==> config.mk <==
export PLATFORM = sky130hd
export DESIGN_NAME = hazardUnit_flat
export DESIGN_NICKNAME = d
export VERILOG_FILES = /design/src/include/riscvPipe_config.svh /design/src/source/riscvPkg.sv /design/src/source/pipeIf.sv /design/src/source/hazardUnit.sv /design/src/flat_wrapper.sv
export SDC_FILE = /design/constraint.sdc
export NUM_CORES = 1
export LEC_CHECK = 0
export BUFFER_PORTS_ARGS = -buffer_cell sky130_fd_sc_hd__buf_2
export CAP_MARGIN = 20
export CELL_PAD_IN_SITES_DETAIL_PLACEMENT = 0
export CELL_PAD_IN_SITES_GLOBAL_PLACEMENT = 1
export CORE_MARGIN = 2
export CORE_UTILIZATION = 23
export DETAILED_ROUTE_END_ITERATION = 16
export GPL_ROUTABILITY_DRIVEN = 0
export PLACE_DENSITY = 0.95
export SLEW_MARGIN = 0
export SYNTH_ARGS = -nofsm -noshare
export SYNTH_HDL_FRONTEND = slang
export SYNTH_SLANG_ARGS = --single-unit
export TNS_END_PERCENT = 100
==> constraint.sdc <==
create_clock -name vclk -period 3.74
set_clock_uncertainty 0.05 [all_clocks]
set_input_delay 0.374 -clock vclk [all_inputs]
set_output_delay 0.374 -clock vclk [all_outputs]
set_load 0.02 [all_outputs]
==> src/include/riscvPipe_config.svh <==
`ifndef RISCVPIPE_CONFIG_SVH
`define RISCVPIPE_CONFIG_SVH

// Instruction memory depth in 32-bit words
`define IMEM_WORDS 256

// Data memory depth in 32-bit words
`define DMEM_WORDS 64

// Register shown at the top level (a0)
`define A0_REG 10

`endif

==> src/source/riscvPkg.sv <==
package riscvPkg;

    typedef logic [31:0] word_t;
    typedef logic [31:0] addr_t;
    typedef logic [4:0]  regIdx_t;

    // PASSB carries the U immediate for LUI
    typedef enum logic [2:0] {
        ALU_ADD   = 3'd0,
        ALU_SUB   = 3'd1,
        ALU_AND   = 3'd2,
        ALU_OR    = 3'd3,
        ALU_XOR   = 3'd4,
        ALU_SLT   = 3'd5,
        ALU_PASSB = 3'd6
    } aluOp_t;

    typedef enum logic [1:0] {
        RES_ALU     = 2'd0,
        RES_MEM     = 2'd1,
        RES_PCPLUS4 = 2'd2
    } resultSrc_t;

    // All zero is a bubble
    typedef struct packed {
        logic       regWrite;
        logic       memWrite;
        logic       memRead;
        logic       branch;
        logic       branchNe;
        logic       jump;
        logic       aluSrcImm;
        aluOp_t     aluOp;
        resultSrc_t resultSrc;
        logic       halt;
    } ctrl_t;

endpackage

==> src/source/pipeIf.sv <==
interface hazardIf (
    input logic clk,
    input logic rstN
);
    import riscvPkg::*;

    regIdx_t    rs1D;
    regIdx_t    rs2D;
    regIdx_t    rs1E;
    regIdx_t    rs2E;
    regIdx_t    rdE;
    regIdx_t    rdM;
    regIdx_t    rdW;
    logic       memReadE;
    logic       pcSrcE;
    logic       regWriteM;
    logic       regWriteW;
    // 2'b10 memory, 2'b01 writeback, 2'b00 register file
    logic [1:0] forwardA;
    logic [1:0] forwardB;
    logic       stall;
    logic       flushD;
    logic       flushE;

    modport hazard (
        input  clk, rstN, rs1D, rs2D, rs1E, rs2E, rdE, memReadE, pcSrcE,
        input  rdM, regWriteM, rdW, regWriteW,
        output forwardA, forwardB, stall, flushD, flushE
    );
    modport fetch (input stall, flushD, pcSrcE);
    modport decode (output rs1D, rs2D, rs1E, rs2E, rdE, memReadE, input flushE);
    modport execute (input forwardA, forwardB, output pcSrcE, rdM, regWriteM);
    modport memory (output rdW, regWriteW);
endinterface


==> src/source/hazardUnit.sv <==
module hazardUnit (
    hazardIf.hazard hazard
);
    import riscvPkg::*;

    // Nearest producer wins
    function automatic logic [1:0] forwardFor(input regIdx_t rs,
                                              input regIdx_t rdM, input logic regWriteM,
                                              input regIdx_t rdW, input logic regWriteW);
        if (regWriteM && rdM != '0 && rdM == rs) begin
            return 2'b10;
        end
        if (regWriteW && rdW != '0 && rdW == rs) begin
            return 2'b01;
        end
        return 2'b00;
    endfunction

    assign hazard.forwardA = forwardFor(hazard.rs1E, hazard.rdM, hazard.regWriteM,
                                        hazard.rdW, hazard.regWriteW);
    assign hazard.forwardB = forwardFor(hazard.rs2E, hazard.rdM, hazard.regWriteM,
                                        hazard.rdW, hazard.regWriteW);

    assign hazard.stall  = hazard.memReadE &&
                           (hazard.rdE == hazard.rs1D || hazard.rdE == hazard.rs2D);
    assign hazard.flushD = hazard.pcSrcE;
    assign hazard.flushE = hazard.pcSrcE || hazard.stall;

    // The flushed execute stage cannot hold a load right after a redirect
    aFlushFirst: assert property (@(posedge hazard.clk) disable iff (!hazard.rstN)
        hazard.pcSrcE |=> !hazard.stall)
        else $error("load-use stall raised behind a redirect");

endmodule

==> src/flat_wrapper.sv <==
// flat-port wrapper written by rule: the top's interface ports become plain ports
module hazardUnit_flat import riscvPkg::*;
  (clk, rstN, hazard_rs1D, hazard_rs2D, hazard_rs1E, hazard_rs2E, hazard_rdE, hazard_memReadE, hazard_pcSrcE, hazard_rdM, hazard_regWriteM, hazard_rdW, hazard_regWriteW, hazard_forwardA, hazard_forwardB, hazard_stall, hazard_flushD, hazard_flushE);
  hazardIf hazard_i (.clk(clk), .rstN(rstN));
  input wire logic clk;
  input wire logic rstN;
  input wire logic [$bits(hazard_i.rs1D)-1:0] hazard_rs1D;
  input wire logic [$bits(hazard_i.rs2D)-1:0] hazard_rs2D;
  input wire logic [$bits(hazard_i.rs1E)-1:0] hazard_rs1E;
  input wire logic [$bits(hazard_i.rs2E)-1:0] hazard_rs2E;
  input wire logic [$bits(hazard_i.rdE)-1:0] hazard_rdE;
  input wire logic [$bits(hazard_i.memReadE)-1:0] hazard_memReadE;
  input wire logic [$bits(hazard_i.pcSrcE)-1:0] hazard_pcSrcE;
  input wire logic [$bits(hazard_i.rdM)-1:0] hazard_rdM;
  input wire logic [$bits(hazard_i.regWriteM)-1:0] hazard_regWriteM;
  input wire logic [$bits(hazard_i.rdW)-1:0] hazard_rdW;
  input wire logic [$bits(hazard_i.regWriteW)-1:0] hazard_regWriteW;
  output wire logic [$bits(hazard_i.forwardA)-1:0] hazard_forwardA;
  output wire logic [$bits(hazard_i.forwardB)-1:0] hazard_forwardB;
  output wire logic [$bits(hazard_i.stall)-1:0] hazard_stall;
  output wire logic [$bits(hazard_i.flushD)-1:0] hazard_flushD;
  output wire logic [$bits(hazard_i.flushE)-1:0] hazard_flushE;
  assign hazard_i.rs1D = hazard_rs1D;
  assign hazard_i.rs2D = hazard_rs2D;
  assign hazard_i.rs1E = hazard_rs1E;
  assign hazard_i.rs2E = hazard_rs2E;
  assign hazard_i.rdE = hazard_rdE;
  assign hazard_i.memReadE = hazard_memReadE;
  assign hazard_i.pcSrcE = hazard_pcSrcE;
  assign hazard_i.rdM = hazard_rdM;
  assign hazard_i.regWriteM = hazard_regWriteM;
  assign hazard_i.rdW = hazard_rdW;
  assign hazard_i.regWriteW = hazard_regWriteW;
  assign hazard_forwardA = hazard_i.forwardA;
  assign hazard_forwardB = hazard_i.forwardB;
  assign hazard_stall = hazard_i.stall;
  assign hazard_flushD = hazard_i.flushD;
  assign hazard_flushE = hazard_i.flushE;
  hazardUnit u_core (.hazard(hazard_i));
endmodule
== Yosys cells after proc, flatten, opt, wreduce, memory -nomap -nowiden ==
Index checks and enable logic that the tools add are counted.

* Input port bits: 41
* Bits in registers: 0
* Logic and storage cells: 31
* Output and inout port bits: 7

* Equal/unequal tests: 6
* Reductions and logical operators: 11
* Multiplexer cells: 14

{| class="wikitable"
|+ Operators by type and width
! kind !! count
|-
| $eq A5 B5 Y1 || 6
|-
| $mux W2 || 8
|-
| $reduce_bool A5 Y1 || 2
|-
| $logic_and A1 B1 Y1 || 7
|-
| $mux W1 || 6
|-
| $logic_or A1 B1 Y1 || 2
|}

== Longest topological paths before layout ==
Gate-level depths: netlist of run 1.

* Word-level depth: 7
* Depth in mapped cells: 4
* Mapped depth without buffers: 4

== Least setup slack after synthesis of run 1 ==
OpenSTA, ideal clock, no wires.

* Path type: input -> output
* Start: in hazard_rdM[4]
* End: out hazard_forwardA[0]
* Stages on the path: 4
* Required time: 3.316 ns
* Path buffers: 0
* Arrival time: 1.722 ns
* Path slack: 1.594 ns
* Path through: or4_1 -> o21ai_2 -> nor4_1 -> nor4_2

* Longest elaborated chain between the ends: 5
* Elaborated cells on any way between the ends: 6
* Classes of those cells: 1 x eq/ne; 2 x mux; 3 x reduce/logical

{| class="wikitable"
|+ RTL lines
! item !! RTL line !! RTL
|-
| start: declaration || flat_wrapper.sv:14 || <nowiki>input wire logic [$bits(hazard_i.rdM)-1:0] hazard_rdM;</nowiki>
|-
| $reduce_bool A5 Y1 || hazardUnit.sv:10 || <nowiki>if (regWriteM && rdM != '0 && rdM == rs) begin</nowiki>
|-
| $logic_and A1 B1 Y1 || hazardUnit.sv:10 ||
|-
| $logic_and A1 B1 Y1 (*) || hazardUnit.sv:10 ||
|-
| $mux W1 (*) || hazardUnit.sv:10 ||
|-
| $mux W2 (*) || hazardUnit.sv:13 || <nowiki>if (regWriteW && rdW != '0 && rdW == rs) begin</nowiki>
|-
| end: declaration || flat_wrapper.sv:18 || <nowiki>output wire logic [$bits(hazard_i.forwardA)-1:0] hazard_forwardA;</nowiki>
|}

Mark *: on every way between the ends. The rest lies on a longest branch, timed or not.

== Worst setup path in the final report of run 1 ==
Ends and elaborated chain as after synthesis.

==> results of run 1 <==
worst paths after layout:
path | to | slack, ns | from
max | hazard_forwardA[0] | 1.51 | hazard_rdM[4]
min | hazard_flushD | 0.93 | hazard_pcSrcE
stage by stage:
step                setup WS (ns)  instance area (um^2)  cells
finish                       1.51                   637    110
global route                 1.41                   637    110
CTS                          1.50                   637    110
detailed placement           1.50                   637    110
global placement             1.54                   637    110
floorplan                    1.59                   394     49
logic make-up after synthesis:
| group | synth area share |
|---|---|
| xor+xnor | 0.667 |
| simple gates | 0.263 |
| compound gates | 0.0508 |
| buf+inv | 0.0191 |
cell usage after synthesis, drive strengths merged:
| cell type | n |
|---|---|
| nand2 | 2 |
| or4 | 4 |
| o22ai | 1 |
| nor4 | 4 |
| buf | 1 |
| xnor2 | 16 |
| nand4 | 2 |
| nand3 | 2 |
| or2 | 1 |
| xor2 | 14 |
| o21ai | 2 |
per-layer routing:
metal,wire length (um),up-vias,GRT usage
li1,-,265,-
met1,486,209,0.148
met2,694,11,0.234
met3,46,0,0
met4,0,0,0
met5,0,-,0
power by group through the flow:
stage / clock network (mW) / logic, mW / registers [mW]
floorplan: 0 / 0.0350 / 0
global placement: 0 / 0.0694 / 0
detailed placement: 0 / 0.0703 / 0
CTS: 0 / 0.0706 / 0
global route: 0 / 0.0775 / 0
finish: 0 / 0.0699 / 0
area by class of cell:
type               instances  area (um^2)
fillers                  175          922
repair buffers            46          230
well taps                 16         20.0
multi-input cells         48          387
==> summary.txt, run 1 <==
Floorplanning
  • Cell row count: 14
  • Effective utilization at floorplan: 0.253
  • Placeable core area: around 0.0016 mm^2
  • Count of pins on the block boundary: between 40 and 50
  • Area enclosed by the die boundary: around 0.002 mm^2
  • Height of the chip: roughly 45 um
  • DIE WIDTH: 45.4 um

Logic synthesis
  • Sequential area share after synthesis: 0
  • Cell type with the largest total area after synthesis: xnor2_1
  • Cell count after synthesis: 49
  • Yosys cell types: 13
  • Post-synthesis cell area: 394 um^2
  • Synthesized area per cell: 8.04 um^2
  • Number of nets in the synthesized netlist: 90
  • Synth Warn #: 0
  • Portion of synthesized cell area occupied by the leading cell type: 0.356
  • Largest cells by area after synthesis: xnor2_1 (36%), xor2_1 (31%), or4_1 (7.6%)

Global routing
  • Initial antenna violation count: 0
  • Largest net degree at the start of global routing: 4
  • Tot GR Track Use: 0.118
  • Remaining Overflow, GRT: 0
  • Via count of the first global-routing pass: 490
  • Global-route wire length before repair: 1930 um

CTS
  • Setup fix buffers added after clock tree synthesis: 0
  • Quantity of hold-fixing buffers added after cts: 0
  • Number of cells upsized or downsized after cts: 0

STA
  • Worst slack on hold paths: 0.926 ns
  • Final critical-path required period: around 2.2 ns
  • Hold violation total from the final report: 0
  • RSZ-0062 raised after global routing: no
  • Final setup violation count: 0
  • Total negative slack: 0 ns
  • Slew at the pin closest to its max-slew limit: 0.430 ns
  • Portion of the clock cycle consumed by the worst path in the final layout: 0.596
  • Number of pins exceeding their max-slew limit in the final report: 0
  • Upper clock frequency limit: 449 MHz
  • Worst slew margin: 0.711

Route
  • Post-DRT Antenna Nets: 0
  • Detailed Route Iter0 Violations: 4
  • Final wirelength: around 1200 um
  • Number of search-and-repair iterations in the first detailed-routing pass: 3
  • Via count of the routed design: 485
  • Residual DRC: 0
  • Routed via count divided by cell count: 4.41
  • Wire length per cell after detailed routing: 11.1 um

Power
  • Internal power summed over all cells: 37.1 uW
  • Switching part of the total power: 0.469
  • P_sw: about 33 uW
  • Sequential fraction of design power: 0
  • Power share of the combinational group: 1.000
  • Power density relative to cell area: 110 mW/mm^2
  • Overall power: 69.9 uW
  • Share of power burned in the clock network: 0
  • Leakage power: 0.303 nW
  • Max rail drop VDD: 0.0461 mV

Flow run
  • Maxcap violations: 0

Min path
  • Hold crit path type: input port to primary output
  • Hold depth: 2

Setup path
  • Family of cells with the greatest summed delay on the critical path: simple AND/OR/NAND/NOR gates
  • CP startpoint kind: input port
  • Worst path arrival time: roughly 1.8 ns
  • Chain of cells forming the critical path: buf_2, or4_1, o21ai_2, nor4_1, nor4_2, buf_2
  • WP data required: 3.32 ns
  • Kind of critical path: input port to primary output
  • CP max-delay cell: or4_1
  • Buffer and inverter count on the worst path: 2
  • Worst path most repeated cell: buf_2
  • Kind of end point of the critical path: primary output
  • Slowest stage delay, CP: 0.56 ns
  • Max FO, Critical Path: 3
  • Levels on crit path: 6

Layout
  • Fraction of final layout cells sized beyond drive strength 1: 0.532
  • Final core utilization: 0.409
  • Count of clock-net buffers in the final layout: 0
  • Layout sequential cell count: 0
  • Most frequent standard cell in the layout excluding fill and tap cells: buf_2
  • Antenna fix cells: 0
  • Sequential Area: 0 um^2
  • Area growth from synthesis to layout: 61.6%
  • Commonest cells after routing, fill and taps aside: buf_2 (46), xnor2_1 (16), xor2_1 (14), or4_1 (4)
  • Layout net count: 137

Run status
  • Outcome: finished, final reports clean

Place
  • Count of port buffers added during placement: 46
No activity file was read; power rests on OpenSTA's default activity.
==> run 2, diff against run 1 <==
--- a/config.mk
+++ b/config.mk
@@ -5,15 +5,16 @@
 export SDC_FILE = /design/constraint.sdc
 export NUM_CORES = 1
 export LEC_CHECK = 0
+export ABC_AREA = 1
 export BUFFER_PORTS_ARGS = -buffer_cell sky130_fd_sc_hd__buf_2
 export CAP_MARGIN = 20
 export CELL_PAD_IN_SITES_DETAIL_PLACEMENT = 0
 export CELL_PAD_IN_SITES_GLOBAL_PLACEMENT = 1
 export CORE_MARGIN = 2
-export CORE_UTILIZATION = 23
+export CORE_UTILIZATION = 22
 export DETAILED_ROUTE_END_ITERATION = 16
 export GPL_ROUTABILITY_DRIVEN = 0
-export PLACE_DENSITY = 0.95
+export PLACE_DENSITY = 0.89
 export SLEW_MARGIN = 0
 export SYNTH_ARGS = -nofsm -noshare
 export SYNTH_HDL_FRONTEND = slang
==> constraint.sdc (replaced) <==
create_clock -name vclk -period 2.3
set_clock_uncertainty 0.05 [all_clocks]
set_input_delay 0.23 -clock vclk [all_inputs]
set_output_delay 0.23 -clock vclk [all_outputs]
set_load 0.02 [all_outputs]
==> run 2 against run 1 <==
Effect of this change: first-iteration DRC count rose by 100%; worst setup slack worse by 0.54 ns; critical path depth rose by 1; die area increased by 30%; via count rose by 43%; power up 89%; highest routed layer unchanged; critical path type unchanged; synthesized area increased by 27%.
==> summary.txt, run 2 <==
Run status
  • Outcome: finished, final reports clean

Min path
  • Hold crit path type: input port to primary output

Layout
  • Layout Cell Area excl Fill: 759 um^2 (+19%)
  • Area of combinational cells with multiple inputs: 434 um^2 (+12%)
  • Total of fill cells in the finished design: 245 (+40%)
  • Fraction of final layout cells sized beyond drive strength 1: 0.348 (-0.184)
  • Layout net count: 184 (+34%)
  • Layout sequential cell count: 0 (unchanged)
  • Sequential Area: 0 um^2 (unchanged)
  • Commonest cells after routing, fill and taps aside: buf_2 (46), nand2_1 (31), xnor2_1 (19), inv_1 (16), nor2_1 (15)
  • Antenna fix cells: 0 (unchanged)
  • Count of clock-net buffers in the final layout: 0 (unchanged)
  • Area growth from synthesis to layout: 51.4%
  • Most frequent standard cell in the layout excluding fill and tap cells: buf_2
  • Final Non-Filler Cells: 169 (+54%)

Place
  • Post-Place Cells: 169 (+54%)
  • Area of placed instances: 759 um^2 (+19%)
  • Placed wire-length estimate after detailed placement: about 1300 um
  • Count of port buffers added during placement: 46 (unchanged)

Route
  • Post-DRT Antenna Nets: 0 (unchanged)
  • Residual DRC: 0 (unchanged)
  • Via count of the routed design: 695 (+43%)
  • Detailed Route Iter0 Violations: 8 (+4)
  • Routed via count divided by cell count: 4.11 (-6.7%)
  • Final wirelength: 1460 um (+19%)
  • Number of search-and-repair iterations in the first detailed-routing pass: 3 (unchanged)
  • Wire length per cell after detailed routing: 8.61 um (-23%)

Logic synthesis
  • Commonest cells in the synthesized netlist: nand2_1 (31), xnor2_1 (19), inv_1 (16)
  • Cell count after synthesis: 96 (+96%)
  • Xor/xnor share of the synthesized area: 0.384 (-0.283)
  • Sequential area share after synthesis: 0 (unchanged)
  • Dominant cell by count in the synthesized netlist: nand2_1
  • Share of the synthesized area in compound gates (AO/OA/AOI/OAI): 0.00998 (-0.0408)
  • Portion of synthesized cell area occupied by the leading cell type: 0.332 (-0.0239)
  • Post-synthesis cell area: 502 um^2 (+27%)
  • Largest family of logic cells by synthesized area: simple AND/OR/NAND/NOR gates
  • Adder-cell area share of the yosys netlist: 0 (unchanged)
  • Number of nets in the synthesized netlist: 137 (+52%)
  • Synth Area in Simple Gates: 0.471 (+0.208)
  • Yosys cell types: 11 (-2)
  • Proportion of synthesized area in mux cells: 0 (unchanged)
  • Largest cells by area after synthesis: xnor2_1 (33%), nand2_1 (23%), inv_1 (12%)
  • Cell type with the largest total area after synthesis: xnor2_1
  • Synthesized area per cell: 5.23 um^2 (-35%)
  • Synth Warn #: 0 (unchanged)

STA
  • Worst slack on hold paths: 0.645 ns (-0.281 ns)
  • Worst slew margin: 0.883 (+0.172)
  • Hold violation total from the final report: 0 (unchanged)
  • Total negative slack: 0 ns (unchanged)
  • Slew at the pin closest to its max-slew limit: 0.174 ns (-0.255 ns)
  • RSZ-0062 raised after global routing: no
  • Portion of the clock cycle consumed by the worst path in the final layout: 0.575
  • Final critical-path required period: 1.32 ns
  • Number of pins exceeding their max-slew limit in the final report: 0 (unchanged)
  • Upper clock frequency limit: around 760 MHz
  • Final setup violation count: 0 (unchanged)

Flow run
  • Maxcap violations: 0 (unchanged)

Power
  • Overall power: 132 uW (+89%)
  • Leakage power: 0.462 nW (+52%)
  • Power density relative to cell area: 174 mW/mm^2 (+59%)
  • Max rail drop VDD: 0.0667 mV (+45%)

Global routing
  • Largest net degree at the start of global routing: 5 (+1)
  • Initial antenna violation count: 0 (unchanged)
  • Global-route wire length before repair: 2440 um (+27%)
  • Tot GR Track Use: 0.113 (-0.00518)
  • Via count of the first global-routing pass: 701 (+43%)
  • Remaining Overflow, GRT: 0 (unchanged)

Setup path
  • Kind of critical path: input port to primary output
  • Max FO, Critical Path: 2 (-1)
  • Worst path arrival time: 1.04 ns (-0.76 ns)
  • Kind of end point of the critical path: primary output
  • WP data required: 2.02 ns (-1.30 ns)
  • CP startpoint kind: input port

Floorplanning
  • Effective utilization at floorplan: 0.229 (-0.0238)
  • Placeable core area: 0.00219 mm^2 (+41%)
  • Area enclosed by the die boundary: 0.00268 mm^2 (+30%)
  • Height of the chip: 51.8 um (+14%)
  • DIE WIDTH: 51.8 um (+14%)
  • Count of pins on the block boundary: 48 (unchanged)
  • Cell row count: 17 (+3)

CTS
  • Setup fix buffers added after clock tree synthesis: 0 (unchanged)
  • Number of cells upsized or downsized after cts: 0 (unchanged)
  • Quantity of hold-fixing buffers added after cts: 0 (unchanged)
[run 2: changes by cell type in the layout (fill, tap and decap cells not counted), moves of 3 or more]
cell and change:
nand3_1 +4, nand2_1 +29, inv_1 +16, xnor2_1 +3, nor2_1 +15, or4_1 -4
xor2_1 -11
[run 2: path summary, 6_finish.rpt]
| check | startpoint | end | slack [ns] | depth (start not counted) |
|---|---|---|---|---|
| max | hazard_rs1E[2] | hazard_forwardA[0] | 0.98 | 7 |
| min | hazard_pcSrcE | hazard_flushD | 0.65 | 2 |
[run 2: kinds of logic (layout without fill, tap and decap cells)]
group	Yosys count	in the layout
xor+xnor	22	22
simple gates	56	56
compound gates	1	1
buf+inv	17	62
[run 2: critical path: stages]
cell     delay [ns]
buf_2          0.12
xnor2_1        0.15
nand2_1        0.07
nor2_1         0.12
nand3_1        0.09
nor2_1         0.10
buf_2          0.16
[run 2: routing by layer]
metal	vias up	routed length [um]	GRT usage
li1	372	-	-
met1	277	561	0.108
met2	46	685	0.244
met3	0	209	0.0230
met4	0	0	0.0132
met5	-	0	0
[run 2: layout make-up]
type | count | area share
Tap cell | 28 | 0.0461
Inverter | 16 | 0.0791
Timing Repair Buffer | 46 | 0.303
Multi-Input combinational cell | 79 | 0.572
[run 2: stage by stage]
stage	setup WS, ns	utilization
4_1_cts	0.952	0.347
6_report	0.977	0.347
2_1_floorplan	1.02	-
3_5_place_dp	0.962	0.347
3_3_place_gp	0.990	0.347
5_1_grt	0.880	0.347
[run 2: report_power, final]
group | internal (mW) | switching [mW] | leakage [nW]
clock network | 0 | 0 | 0
logic | 0.0654 | 0.0669 | 0.462
registers | 0 | 0 | 0
==> run 3, diff against run 2 <==
--- a/config.mk
+++ b/config.mk
@@ -11,10 +11,10 @@
 export CELL_PAD_IN_SITES_DETAIL_PLACEMENT = 0
 export CELL_PAD_IN_SITES_GLOBAL_PLACEMENT = 1
 export CORE_MARGIN = 2
-export CORE_UTILIZATION = 22
+export CORE_UTILIZATION = 20
 export DETAILED_ROUTE_END_ITERATION = 16
 export GPL_ROUTABILITY_DRIVEN = 0
-export PLACE_DENSITY = 0.89
+export PLACE_DENSITY = 0.85
 export SLEW_MARGIN = 0
 export SYNTH_ARGS = -nofsm -noshare
 export SYNTH_HDL_FRONTEND = slang
==> constraint.sdc (replaced) <==
create_clock -name vclk -period 1.1
set_clock_uncertainty 0.05 [all_clocks]
set_input_delay 0.11 -clock vclk [all_inputs]
set_output_delay 0.11 -clock vclk [all_outputs]
set_load 0.02 [all_outputs]
==> run 3 against run 2 <==
Effect of this change: the flow now finishes with violations (setup timing); critical path depth decreased by 1; global-route usage decreased by 1.2 points; flip-flop and latch count unchanged; first-iteration DRC count decreased by 88%; count of clock-buffer cells in the layout unchanged; worst setup slack got worse by 0.98 ns; wire length increased by 27%; combinational power increased to 3.0 times the previous value; via count decreased by 1.2%; die area increased by 9.2%; largest cell class unchanged.
==> summary.txt, run 3 (same netlist as run 2, synthesis figures left out) <==
Setup path
  • Kind of end point of the critical path: primary output
  • CP startpoint kind: input port
  • Slowest stage delay, CP: 0.24 ns (+0.08 ns)
  • Kind of critical path: input port to primary output
  • Levels on crit path: 6 (-1)
  • CP max-delay cell: nor3_2
  • Max FO, Critical Path: 3 (+1)
  • Family of cells with the greatest summed delay on the critical path: simple AND/OR/NAND/NOR gates
  • WP data required: 0.94 ns (-1.08 ns)
  • Chain of cells forming the critical path: buf_8, xnor2_2, nand3_1, nor3_2, nor2_1, buf_4
  • Worst path arrival time: 0.94 ns (-0.10 ns)
  • Buffer and inverter count on the worst path: 2 (unchanged)

Global routing
  • Via count of the first global-routing pass: 585 (-17%)
  • Largest net degree at the start of global routing: 5 (unchanged)
  • Remaining Overflow, GRT: 0 (unchanged)
  • Tot GR Track Use: 0.100 (-0.0121)
  • Global-route wire length before repair: 2260 um (-7.3%)
  • Initial antenna violation count: 0 (unchanged)

Floorplanning
  • Area enclosed by the die boundary: 0.00293 mm^2 (+9.2%)
  • Effective utilization at floorplan: 0.206 (-0.0227)
  • DIE WIDTH: 54.1 um (+4.5%)
  • Cell row count: 18 (+1)
  • Height of the chip: 54.1 um (+4.5%)
  • Count of pins on the block boundary: 48 (unchanged)
  • Placeable core area: 0.00243 mm^2 (+11%)

Route
  • Residual DRC: 0 (unchanged)
  • Number of search-and-repair iterations in the first detailed-routing pass: 2 (-1)
  • Wire length per cell after detailed routing: 10.7 um (+24%)
  • Post-DRT Antenna Nets: 0 (unchanged)
  • Detailed Route Iter0 Violations: 1 (-7)
  • Routed via count divided by cell count: 3.99 (-2.9%)
  • Final wirelength: 1840 um (+27%)
  • Via count of the routed design: 687 (-1.2%)

STA
  • Worst slack on hold paths: 0.402 ns (-0.244 ns)
  • Upper clock frequency limit: approximately 900 MHz
  • RSZ-0062 raised after global routing: yes
  • Number of pins exceeding their max-slew limit in the final report: 0 (unchanged)
  • Slew at the pin closest to its max-slew limit: 0.203 ns (+0.0285 ns)
  • Total negative slack: -0.00110 ns (-0.00110 ns)
  • Final critical-path setup slack: -0.00110 ns (-0.978 ns)
  • Final critical-path required period: roughly 1.1 ns
  • Worst slew margin: 0.864 (-0.0191)
  • Portion of the clock cycle consumed by the worst path in the final layout: 1.00
  • Final setup violation count: 1 (+1)
  • Hold violation total from the final report: 0 (unchanged)

Min path
  • Hold depth: 2 (unchanged)
  • Hold crit path type: input port to primary output

CTS
  • Quantity of hold-fixing buffers added after cts: 0 (unchanged)

Place
  • Post-Place Setup Slack: -0.00567 ns (-0.968 ns)
  • Post-Place Cells: 171 (+1.2%)
  • Placed wire-length estimate after detailed placement: 1360 um (+1.1%)
  • Count of port buffers added during placement: 46 (unchanged)

Layout
  • Area growth from synthesis to layout: 105%
  • Total of fill cells in the finished design: 251 (+2.4%)
  • Most frequent standard cell in the layout excluding fill and tap cells: nand2_1
  • Fraction of final layout cells sized beyond drive strength 1: 0.507 (+0.160)
  • Antenna fix cells: 0 (unchanged)
  • Area of combinational cells with multiple inputs: 542 um^2 (+25%)
  • Sequential Area: 0 um^2 (unchanged)
  • Layout net count: 185 (+0.54%)
  • Final Non-Filler Cells: 172 (+1.8%)
  • Count of clock-net buffers in the final layout: 0 (unchanged)
  • Final core utilization: 0.423 (+0.0767)
  • Layout sequential cell count: 0 (unchanged)
  • Commonest cells after routing, fill and taps aside: nand2_1 (30), buf_2 (21), buf_6 (16), xnor2_2 (12)

Power
  • Power density relative to cell area: 382 mW/mm^2 (+120%)
  • Sequential fraction of design power: 0 (unchanged)
  • Internal power summed over all cells: 224 uW (+240%)
  • Switching part of the total power: 0.429 (-0.0768)
  • Leakage power: 0.580 nW (+26%)
  • Max rail drop VDD: 0.150 mV (+120%)
  • Power share of the combinational group: 1.000 (about the same)
  • Share of power burned in the clock network: 0 (unchanged)
  • P_sw: 169 uW (+150%)

Flow run
  • Maxcap violations: 0 (unchanged)

Run status
  • Failing checks: setup timing
  • Outcome: complete, but fails checks
run 3: cell count changes in the layout (fill, tap and decap cells not counted), sizes merged:
cell / change
buf: +1
run 3: final cells by class:
cell class	instances	share of cell area
multi-input cells	79	0.526
repair buffers	47	0.379
inverters	16	0.0583
well taps	30	0.0365
run 3: worst paths after layout:
check	to	start	slack (ns)
setup / recovery	hazard_forwardA[0]	hazard_rdM[2]	-0.001
hold / removal	hazard_flushD	hazard_pcSrcE	0.40
run 3: power by group through the flow:
stage                     clock [mW]  combinational, mW  sequential (mW)
final                              0              0.393                0
after global placement             0              0.271                0
after detailed placement           0              0.276                0
after CTS                          0              0.277                0
after global routing               0              0.432                0
after floorplan                    0              0.150                0
run 3: timing repair:
action,in CTS,in global routing
endpoints found under the setup margin,1,6
buffers inserted,0,1
gates resized for setup,1,67
pin swaps,1,36
gates cloned,0,0
hold endpoints to repair,0,0
run 3: metal layers:
metal / vias to the layer above / routed length (um) / share of wire / GRT usage
met4: 0 / 0 / 0 / 0.00417
met3: 0 / 12 / 0.0065 / 0.00556
li1: 376 / - / - / -
met2: 2 / 1200 / 0.65 / 0.217
met1: 309 / 626 / 0.34 / 0.108
met5: - / 0 / 0 / 0
run 3: through the flow:
step	total power, mW	instance area, um^2
floorplan	0.150	502
global placement	0.271	762
detailed placement	0.276	762
CTS	0.277	764
global route	0.432	1030
finish	0.393	1030
